$ cat config.mk
export PLATFORM = sky130hd
export DESIGN_NAME = decode_stage
export DESIGN_NICKNAME = d
export VERILOG_FILES = /design/src/hdl/decode_pkg.sv /design/src/hdl/decode_stage.sv /design/src/hdl/exec_credit.sv /design/src/hdl/inst_queue.sv /design/src/hdl/op_decoder.sv
export SDC_FILE = /design/constraint.sdc
export NUM_CORES = 1
export LEC_CHECK = 0
export BUFFER_PORTS_ARGS = -buffer_cell sky130_fd_sc_hd__buf_2
export CELL_PAD_IN_SITES_DETAIL_PLACEMENT = 0
export CELL_PAD_IN_SITES_GLOBAL_PLACEMENT = 2
export CORE_MARGIN = 3
export CORE_UTILIZATION = 43
export DETAILED_ROUTE_END_ITERATION = 8
export PLACE_DENSITY = 0.84
export SYNTH_ARGS = -nofsm -noshare
export SYNTH_HDL_FRONTEND = slang
export SYNTH_SLANG_ARGS = --single-unit
$ cat constraint.sdc
create_clock -name clk -period 3.37 [get_ports clk]
set_input_delay 0.1685 -clock clk [delete_from_list [all_inputs] [get_ports clk]]
set_output_delay 0.1685 -clock clk [all_outputs]
set_load 0.01 [all_outputs]
$ cat src/hdl/decode_pkg.sv
package decode_pkg;

    // Default sizing, overridden from the top level
    localparam int QUEUE_DEPTH_DEF  = 4;    // Also fetch credits after reset
    localparam int EXEC_CREDITS_DEF = 4;    // Slots in the execute input buffer

    typedef logic [3:0]  reg_idx_t;         // 16 registers
    typedef logic [4:0]  shift_amt_t;
    typedef logic [15:0] imm_t;

    typedef enum logic [1:0] {
        SHIFT_LSL = 2'd0,
        SHIFT_LSR = 2'd1,
        SHIFT_ASR = 2'd2,
        SHIFT_ROR = 2'd3
    } shift_dir_t;

    // Upper opcode nibble; unlisted values decode as illegal
    typedef enum logic [3:0] {
        CLS_LOAD    = 4'd1,
        CLS_STORE   = 4'd2,
        CLS_MOVE    = 4'd3,
        CLS_ALU_REG = 4'd4,
        CLS_ALU_IMM = 4'd5,
        CLS_CMP_REG = 4'd6,
        CLS_CMP_IMM = 4'd7
    } op_class_t;

    // Lower opcode nibble, meaning depends on the class
    typedef enum logic [3:0] {
        FN_ADD  = 4'd0,
        FN_SUB  = 4'd1,
        FN_RSUB = 4'd2,
        FN_AND  = 4'd3,
        FN_OR   = 4'd4,
        FN_XOR  = 4'd5,
        FN_BIC  = 4'd6
    } op_func_t;

    typedef enum logic [2:0] {
        ALU_ADD = 3'd0,
        ALU_SUB = 3'd1,
        ALU_AND = 3'd2,
        ALU_OR  = 3'd3,
        ALU_XOR = 3'd4,
        ALU_BIC = 3'd5,
        ALU_MOV = 3'd6,
        ALU_NOP = 3'd7
    } alu_op_t;

    // Register form, second operand is a shifted rn
    typedef struct packed {
        op_class_t  op_class;   // 31..28
        op_func_t   op_func;    // 27..24
        reg_idx_t   rd;         // 23..20
        reg_idx_t   rm;         // 19..16
        reg_idx_t   rn;         // 15..12
        shift_amt_t shift;      // 11..7
        shift_dir_t shift_dir;  // 6..5
        logic [4:0] reserved;
    } inst_reg_t;

    // Immediate form, low half is the literal
    typedef struct packed {
        op_class_t  op_class;
        op_func_t   op_func;
        reg_idx_t   rd;
        reg_idx_t   rm;
        imm_t       imm;        // 15..0
    } inst_imm_t;

    // Same 32-bit word, view picked by the class
    typedef union packed {
        inst_reg_t reg_fmt;
        inst_imm_t imm_fmt;
    } inst_word_u;

    typedef struct packed {
        alu_op_t    alu_op;
        logic       reverse;    // Operand order swapped, rsub
        logic       use_imm;    // Second operand is imm
        logic       mem_read;
        logic       mem_write;
        logic       write_rd;
        logic       illegal;
        reg_idx_t   rd;
        reg_idx_t   rm;
        reg_idx_t   rn;
        shift_amt_t shift;      // Zero in immediate forms
        shift_dir_t shift_dir;
        imm_t       imm;        // Zero in register forms
    } decoded_op_t;

endpackage

$ cat src/hdl/decode_stage.sv
`timescale 1ns/1ps

module decode_stage #(
    parameter int QUEUE_DEPTH  = decode_pkg::QUEUE_DEPTH_DEF,
    parameter int EXEC_CREDITS = decode_pkg::EXEC_CREDITS_DEF
) (
    input  logic                    clk,
    input  logic                    reset,

    // Fetch side, credit per queue slot
    input  logic                    fetch_valid,
    input  decode_pkg::inst_word_u  fetch_inst,
    output logic                    fetch_credit,

    // Execute side, credit per buffer slot
    output logic                    exec_valid,
    output decode_pkg::decoded_op_t exec_op,
    input  logic                    exec_credit_return
);
    import decode_pkg::*;

    logic       head_valid;
    inst_word_u head_word;
    logic       pop;          // Also the issue strobe
    logic       may_issue;

    inst_queue #(
        .DEPTH      (QUEUE_DEPTH)
    ) u_queue (
        .clk        (clk),
        .reset      (reset),
        .push       (fetch_valid),
        .push_word  (fetch_inst),
        .pop        (pop),
        .head_valid (head_valid),
        .head_word  (head_word),
        .pop_credit (fetch_credit)
    );

    op_decoder u_decoder (
        .clk        (clk),
        .reset      (reset),
        .head_valid (head_valid),
        .head_word  (head_word),
        .may_issue  (may_issue),
        .pop        (pop),
        .exec_valid (exec_valid),
        .exec_op    (exec_op)
    );

    exec_credit #(
        .CREDITS       (EXEC_CREDITS)
    ) u_credit (
        .clk           (clk),
        .reset         (reset),
        .spend         (pop),
        .credit_return (exec_credit_return),
        .may_issue     (may_issue)
    );

endmodule

$ cat src/hdl/exec_credit.sv
`timescale 1ns/1ps

module exec_credit #(
    parameter int CREDITS = decode_pkg::EXEC_CREDITS_DEF
) (
    input  logic clk,
    input  logic reset,
    input  logic spend,
    input  logic credit_return,
    output logic may_issue
);

    localparam int CNT_W = $clog2(CREDITS + 1);

    logic [CNT_W-1:0] count;

    assign may_issue = (count != '0);

    // Spend and return in the same cycle cancel out
    always_ff @(posedge clk) begin
        if (reset) begin
            count <= CNT_W'(CREDITS);   // Execute buffer starts empty
        end else begin
            case ({spend, credit_return})
                2'b10: begin
                    if (count != '0) begin
                        count <= count - 1'b1;
                    end
                end
                2'b01: begin
                    if (count != CNT_W'(CREDITS)) begin
                        count <= count + 1'b1;   // Saturate at full
                    end
                end
                default: count <= count;
            endcase
        end
    end

    // A return on a full counter means execute freed a slot never spent
    no_credit_overflow: assert property (
        @(posedge clk) disable iff (reset)
        (credit_return && !spend) |-> (count < CNT_W'(CREDITS))
    ) else $error("exec_credit: credit returned beyond CREDITS");

endmodule

$ cat src/hdl/inst_queue.sv
`timescale 1ns/1ps

module inst_queue #(
    parameter int DEPTH = decode_pkg::QUEUE_DEPTH_DEF
) (
    input  logic                   clk,
    input  logic                   reset,
    input  logic                   push,
    input  decode_pkg::inst_word_u push_word,
    input  logic                   pop,
    output logic                   head_valid,
    output decode_pkg::inst_word_u head_word,
    output logic                   pop_credit
);
    import decode_pkg::*;

    localparam int PTR_W = (DEPTH > 1) ? $clog2(DEPTH) : 1;
    localparam int CNT_W = $clog2(DEPTH + 1);

    inst_word_u       mem [DEPTH];
    logic [PTR_W-1:0] wr_ptr;
    logic [PTR_W-1:0] rd_ptr;
    logic [CNT_W-1:0] count;

    assign head_valid = (count != '0);
    assign head_word  = mem[rd_ptr];   // Visible the cycle after the push

    // Storage holds payload only
    always_ff @(posedge clk) begin
        if (push) begin
            mem[wr_ptr] <= push_word;
        end
    end

    always_ff @(posedge clk) begin
        if (reset) begin
            wr_ptr     <= '0;
            rd_ptr     <= '0;
            count      <= '0;
            pop_credit <= 1'b0;
        end else begin
            pop_credit <= pop;   // One fetch credit back per entry popped
            if (push) begin
                wr_ptr <= (wr_ptr == PTR_W'(DEPTH - 1)) ? '0 : wr_ptr + 1'b1;
            end
            if (pop) begin
                rd_ptr <= (rd_ptr == PTR_W'(DEPTH - 1)) ? '0 : rd_ptr + 1'b1;
            end
            case ({push, pop})
                2'b10:   count <= count + 1'b1;
                2'b01:   count <= count - 1'b1;
                default: count <= count;   // Both or neither
            endcase
        end
    end

    // Fetch pushed without holding a credit
    no_push_when_full: assert property (
        @(posedge clk) disable iff (reset)
        push |-> (count != CNT_W'(DEPTH))
    ) else $error("inst_queue: push while full, fetch credit violated");

    no_pop_when_empty: assert property (
        @(posedge clk) disable iff (reset)
        pop |-> head_valid
    ) else $error("inst_queue: pop while empty");

endmodule

$ cat src/hdl/op_decoder.sv
`timescale 1ns/1ps

module op_decoder (
    input  logic                    clk,
    input  logic                    reset,
    input  logic                    head_valid,
    input  decode_pkg::inst_word_u  head_word,
    input  logic                    may_issue,
    output logic                    pop,
    output logic                    exec_valid,
    output decode_pkg::decoded_op_t exec_op
);
    import decode_pkg::*;

    decoded_op_t dec;
    logic        legal;
    logic        imm_form;

    assign pop = head_valid && may_issue;   // Pop and issue are the same event

    always_comb begin
        dec      = '0;
        dec.alu_op = ALU_NOP;
        legal    = 1'b1;
        imm_form = 1'b0;

        case (head_word.reg_fmt.op_class)
            CLS_LOAD, CLS_STORE: begin
                dec.alu_op    = ALU_ADD;   // Address is rm plus offset
                dec.mem_read  = (head_word.reg_fmt.op_class == CLS_LOAD);
                dec.mem_write = (head_word.reg_fmt.op_class == CLS_STORE);
                dec.write_rd  = (head_word.reg_fmt.op_class == CLS_LOAD);
                case (head_word.reg_fmt.op_func)
                    FN_ADD:  imm_form = 1'b1;   // [rm + imm]
                    FN_SUB:  imm_form = 1'b0;   // [rm + sh(rn)]
                    default: legal    = 1'b0;
                endcase
            end

            CLS_MOVE: begin
                dec.alu_op   = ALU_MOV;
                dec.write_rd = 1'b1;
                case (head_word.reg_fmt.op_func)
                    FN_ADD:  imm_form = 1'b1;   // rd <- imm
                    FN_SUB:  imm_form = 1'b0;   // rd <- sh(rn)
                    default: legal    = 1'b0;
                endcase
            end

            CLS_ALU_REG, CLS_ALU_IMM: begin
                imm_form     = (head_word.reg_fmt.op_class == CLS_ALU_IMM);
                dec.write_rd = 1'b1;
                case (head_word.reg_fmt.op_func)
                    FN_ADD:  dec.alu_op = ALU_ADD;
                    FN_SUB:  dec.alu_op = ALU_SUB;
                    FN_RSUB: begin
                        dec.alu_op  = ALU_SUB;
                        dec.reverse = 1'b1;   // Second operand minus rm
                    end
                    FN_AND:  dec.alu_op = ALU_AND;
                    FN_OR:   dec.alu_op = ALU_OR;
                    FN_XOR:  dec.alu_op = ALU_XOR;
                    FN_BIC:  dec.alu_op = ALU_BIC;
                    default: legal = 1'b0;
                endcase
            end

            // Flags only, so no register write
            CLS_CMP_REG, CLS_CMP_IMM: begin
                imm_form = (head_word.reg_fmt.op_class == CLS_CMP_IMM);
                case (head_word.reg_fmt.op_func)
                    FN_SUB:  dec.alu_op = ALU_SUB;   // cmp
                    FN_AND:  dec.alu_op = ALU_AND;   // tst
                    default: legal = 1'b0;
                endcase
            end

            default: legal = 1'b0;
        endcase

        if (legal) begin
            dec.rd      = head_word.reg_fmt.rd;
            dec.rm      = head_word.reg_fmt.rm;
            dec.rn      = head_word.reg_fmt.rn;
            dec.use_imm = imm_form;
            if (imm_form) begin
                dec.imm = head_word.imm_fmt.imm;
            end else begin
                dec.shift     = head_word.reg_fmt.shift;
                dec.shift_dir = head_word.reg_fmt.shift_dir;
            end
        end else begin
            dec         = '0;
            dec.alu_op  = ALU_NOP;
            dec.illegal = 1'b1;
        end
    end

    always_ff @(posedge clk) begin
        if (reset) begin
            exec_valid <= 1'b0;
        end else begin
            exec_valid <= pop;   // One cycle per issued op
        end
    end

    always_ff @(posedge clk) begin
        if (pop) begin
            exec_op <= dec;
        end
    end

endmodule

==> impl_results.md <==
- Number of remaining DRC errors: 0
- Synthesis Warnings: 0
- Final hold vios: 0
- Slowest cell on crit path: mux4_1
- Setup_tns: 0 ns
- Most frequent cells in the layout: edfxtp_1, buf_2, dlygate4sd3_1, a21oi_1, nand2_1
- Cell taking the most area after synthesis: edfxtp_1
- Port bufs: 81
- FFs w/ async S/R, synth: 0%
- Fmax: 382 MHz
- Vias in the first global route: 3822
- Final Skew: 0.00641 ns
- Core area: 16600 sq um
- R2R cell count: 4
- Final Critical Period: 2.62 ns
- DIE WIDTH: roughly 140 microns
- Max_cap viols: 0
- Depth of the worst hold-timing path: 3
- Final period util: 77.6%
- R2R Setup Slk: 0.75 ns
- Worst Path Arrival: 2.76 ns
- Worst EP required: 3.51 ns
- First drt pass iteration count: 4
- Mean area per synthesized cell: between 15 and 20 sq um
- Cell Count, Final, Fillers Out: around 760
- Clock buffers created by TritonCTS: 17
- Crit-path max cell delay: slightly above 0.8 ns
- Cell Area, Synth: approximately 7300 sq um
- Antenna cells: 0
- Via count: 3803
- Startpoint Class: flip-flop
- # placed instances: 692
- Area contributors post-synth: edfxtp_1, mux4_2, dfxtp_1
- WL final: 12900 microns
- Routed vias/inst: ~5.0
- Initial DRC count: 228
- Share of the synthesized area in the top cell type: a little over two thirds
- Nets@finish: 569
- IO Count: 82
- Num rows: 47
- Hold endpoint: u_queue.wr_ptr[1]
- Antenna Violating Nets Remaining: 0
- Outcome: complete, no violations
- Clock Tree Buf Depth: 2
- Die Height: 136 microns
- Initial antenna violation count: 0
- Crit path capture type: flip-flop
- RSZ-0062 raised after global routing: false
- Sink Count: 185
- Slew @ Worst Pin: 0.940 ns
- Max VDD drop: 399 uV
- Net count after synthesis: 450
- CTS tree: built
- Most common cell after layout, fill and taps aside: edfxtp_1
- Setup CP Type: flip-flop to flip-flop
- Syn Inst Count: 404
- Slew Limit Fails: 0
- Dominant synthesized flop cell: edfxtp_1
- Fillers: 1371
- HPWL Detailed: 8100 microns
- Seq/Total Area, Yosys: 74.2%
- Setup violators final: 0
- Number of synthesized register bits: 185
- CTS root buffer: clkbuf_16
- Initial Util: about 44%
- CP Max Fanout: 23
- Largest net degree at the start of global routing: 46
- Worst min path class: input port to flip-flop
- Pwr per Cell Area: around 760 nW/um^2
- CTS H-Tree Depth: 4
- Post-CTS Setup Bufs: 0
- Final Wtd Congestion: 0.753
- Slew margin rel.: 37.3%
- Drt wl/cell: approximately 17 microns
- Post-synth EDFFs: 172
- Leakage: just over 3 nW
- Synth unique cells: 51
- DIE AREA: between 15000 and 20000 sq um
- Layout cells sized above 1: between 20% and 30%
- GRT Util Overall: 14.4%
- Grt ovf: 0
- Clk slew on worst S/H paths: 0.07 ns
- Worst path cell trace: mux4_1 > nor2b_1 > o21bai_4 > a21boi_0
- Area grow syn2layout: 20.4%
- Hold Crit Start: fetch_valid
- Worst-Skew Late Latency: 0.42 ns
- Post-CTS Resized: 0
- Crit Reg-Reg Endpoint: u_decoder.exec_op[30]
- First-pass GRT wire length: 20000 microns
## per-stage QoR
stage          instance area [sq um]  hold slack [ns]  utilization (%)  setup slack (ns)  total power, mW
2_1_floorplan                   7310            0.267                -             0.390             4.32
3_3_place_gp                    7920            0.377             47.7             0.819             4.82
3_5_place_dp                    7920            0.385             47.7             0.719             4.86
4_1_cts                         8800           0.0543             53.1             0.701             6.75
5_1_grt                         8800           0.0764             53.1             0.525             7.02
6_report                        8800           0.0700             53.1             0.754             6.68
## Yosys cell counts (all sizes together), types with 3 or more instances
cell type,instances
edfxtp,172
a21oi,24
mux4,21
nand2,20
buf,14
o21ai,14
a21boi,13
dfxtp,13
nor2,13
mux2,12
mux2i,12
inv,10
a211oi,9
ha,8
and2,6
clkbuf,5
nor3,3
xor2,3
## layout make-up
type | instances | area, sq um | share of cell area, %
flip-flops and latches | 185 | 5430 | 61.7
clock buffers | 17 | 425 | 4.83
repair buffers | 119 | 771 | 8.76
clock inverters | 15 | 139 | 1.58
well taps | 220 | 275 | 3.13
multi-input cells | 190 | 1730 | 19.6
inverters | 10 | 37.5 | 0.426
## worst max-delay path, delay by kind of cell, from the launching register on
| family | cells | cell delay (ns) |
|---|---|---|
| AOI/OAI and AO/OA | 2 | 0.71 |
| DFF | 1 | 0.53 |
| muxes | 1 | 0.81 |
| and+or+nand+nor | 1 | 0.27 |
## flip-flops by register name, summed over array words and instances (netlist names), named ones only
| signal | cells |
|---|---|
| u_credit.count | 3 |
| u_queue.mem | 128 |
| u_decoder.exec_valid | 1 |
| u_queue.wr_ptr | 2 |
| u_decoder.exec_op | 44 |
| u_queue.rd_ptr | 2 |
| u_queue.count | 3 |
## what timing repair did
item	CTS	global route
hold buffers	32	0
endpoints found under the setup margin	0	0
hold endpoints to repair	128	0
## per-layer routing
metal | GRT usage [%] | part of all wire, % | vias to the layer above
met2 | 24.7 | 52 | 98
li1 | - | - | 1834
met3 | 3.96 | 4.8 | 4
met5 | 0 | 0 | -
met1 | 17.8 | 43 | 1867
met4 | 4.54 | 0.57 | 0
## kinds of logic after synthesis
group | after synthesis | share of synthesized area, %
DFF | 185 | 74.2
AOI/OAI and AO/OA | 71 | 6.54
and+or+nand+nor | 59 | 4.26
muxes | 45 | 10.2
buffers and inverters | 29 | 2.23
adders and majority gates | 10 | 1.92
xor gates and xnor gates | 5 | 0.599
## power breakdown
group          total, mW  switching (mW)  internal, mW  leakage, nW
registers           3.17           0.166          3.00         1.71
logic               1.64           0.963         0.678         1.08
clock network       1.88           0.844          1.03        0.272
## how the worst max path moves through the flow
stage                           start                    end  slack (ns)  depth (start not counted)
global route                flip-flop   u_decoder.exec_op[1]        0.52                          4
global placement    u_credit.count[1]      u_credit.count[2]        0.82                          9
finish                      flip-flop  u_decoder.exec_op[30]        0.75                          4
floorplan           u_credit.count[0]       u_queue.count[2]        0.39                          9
CTS                         flip-flop  u_decoder.exec_op[30]        0.70                          4
detailed placement          flip-flop  u_decoder.exec_op[30]        0.72                          4
Power figures use the tool's default switching activity.
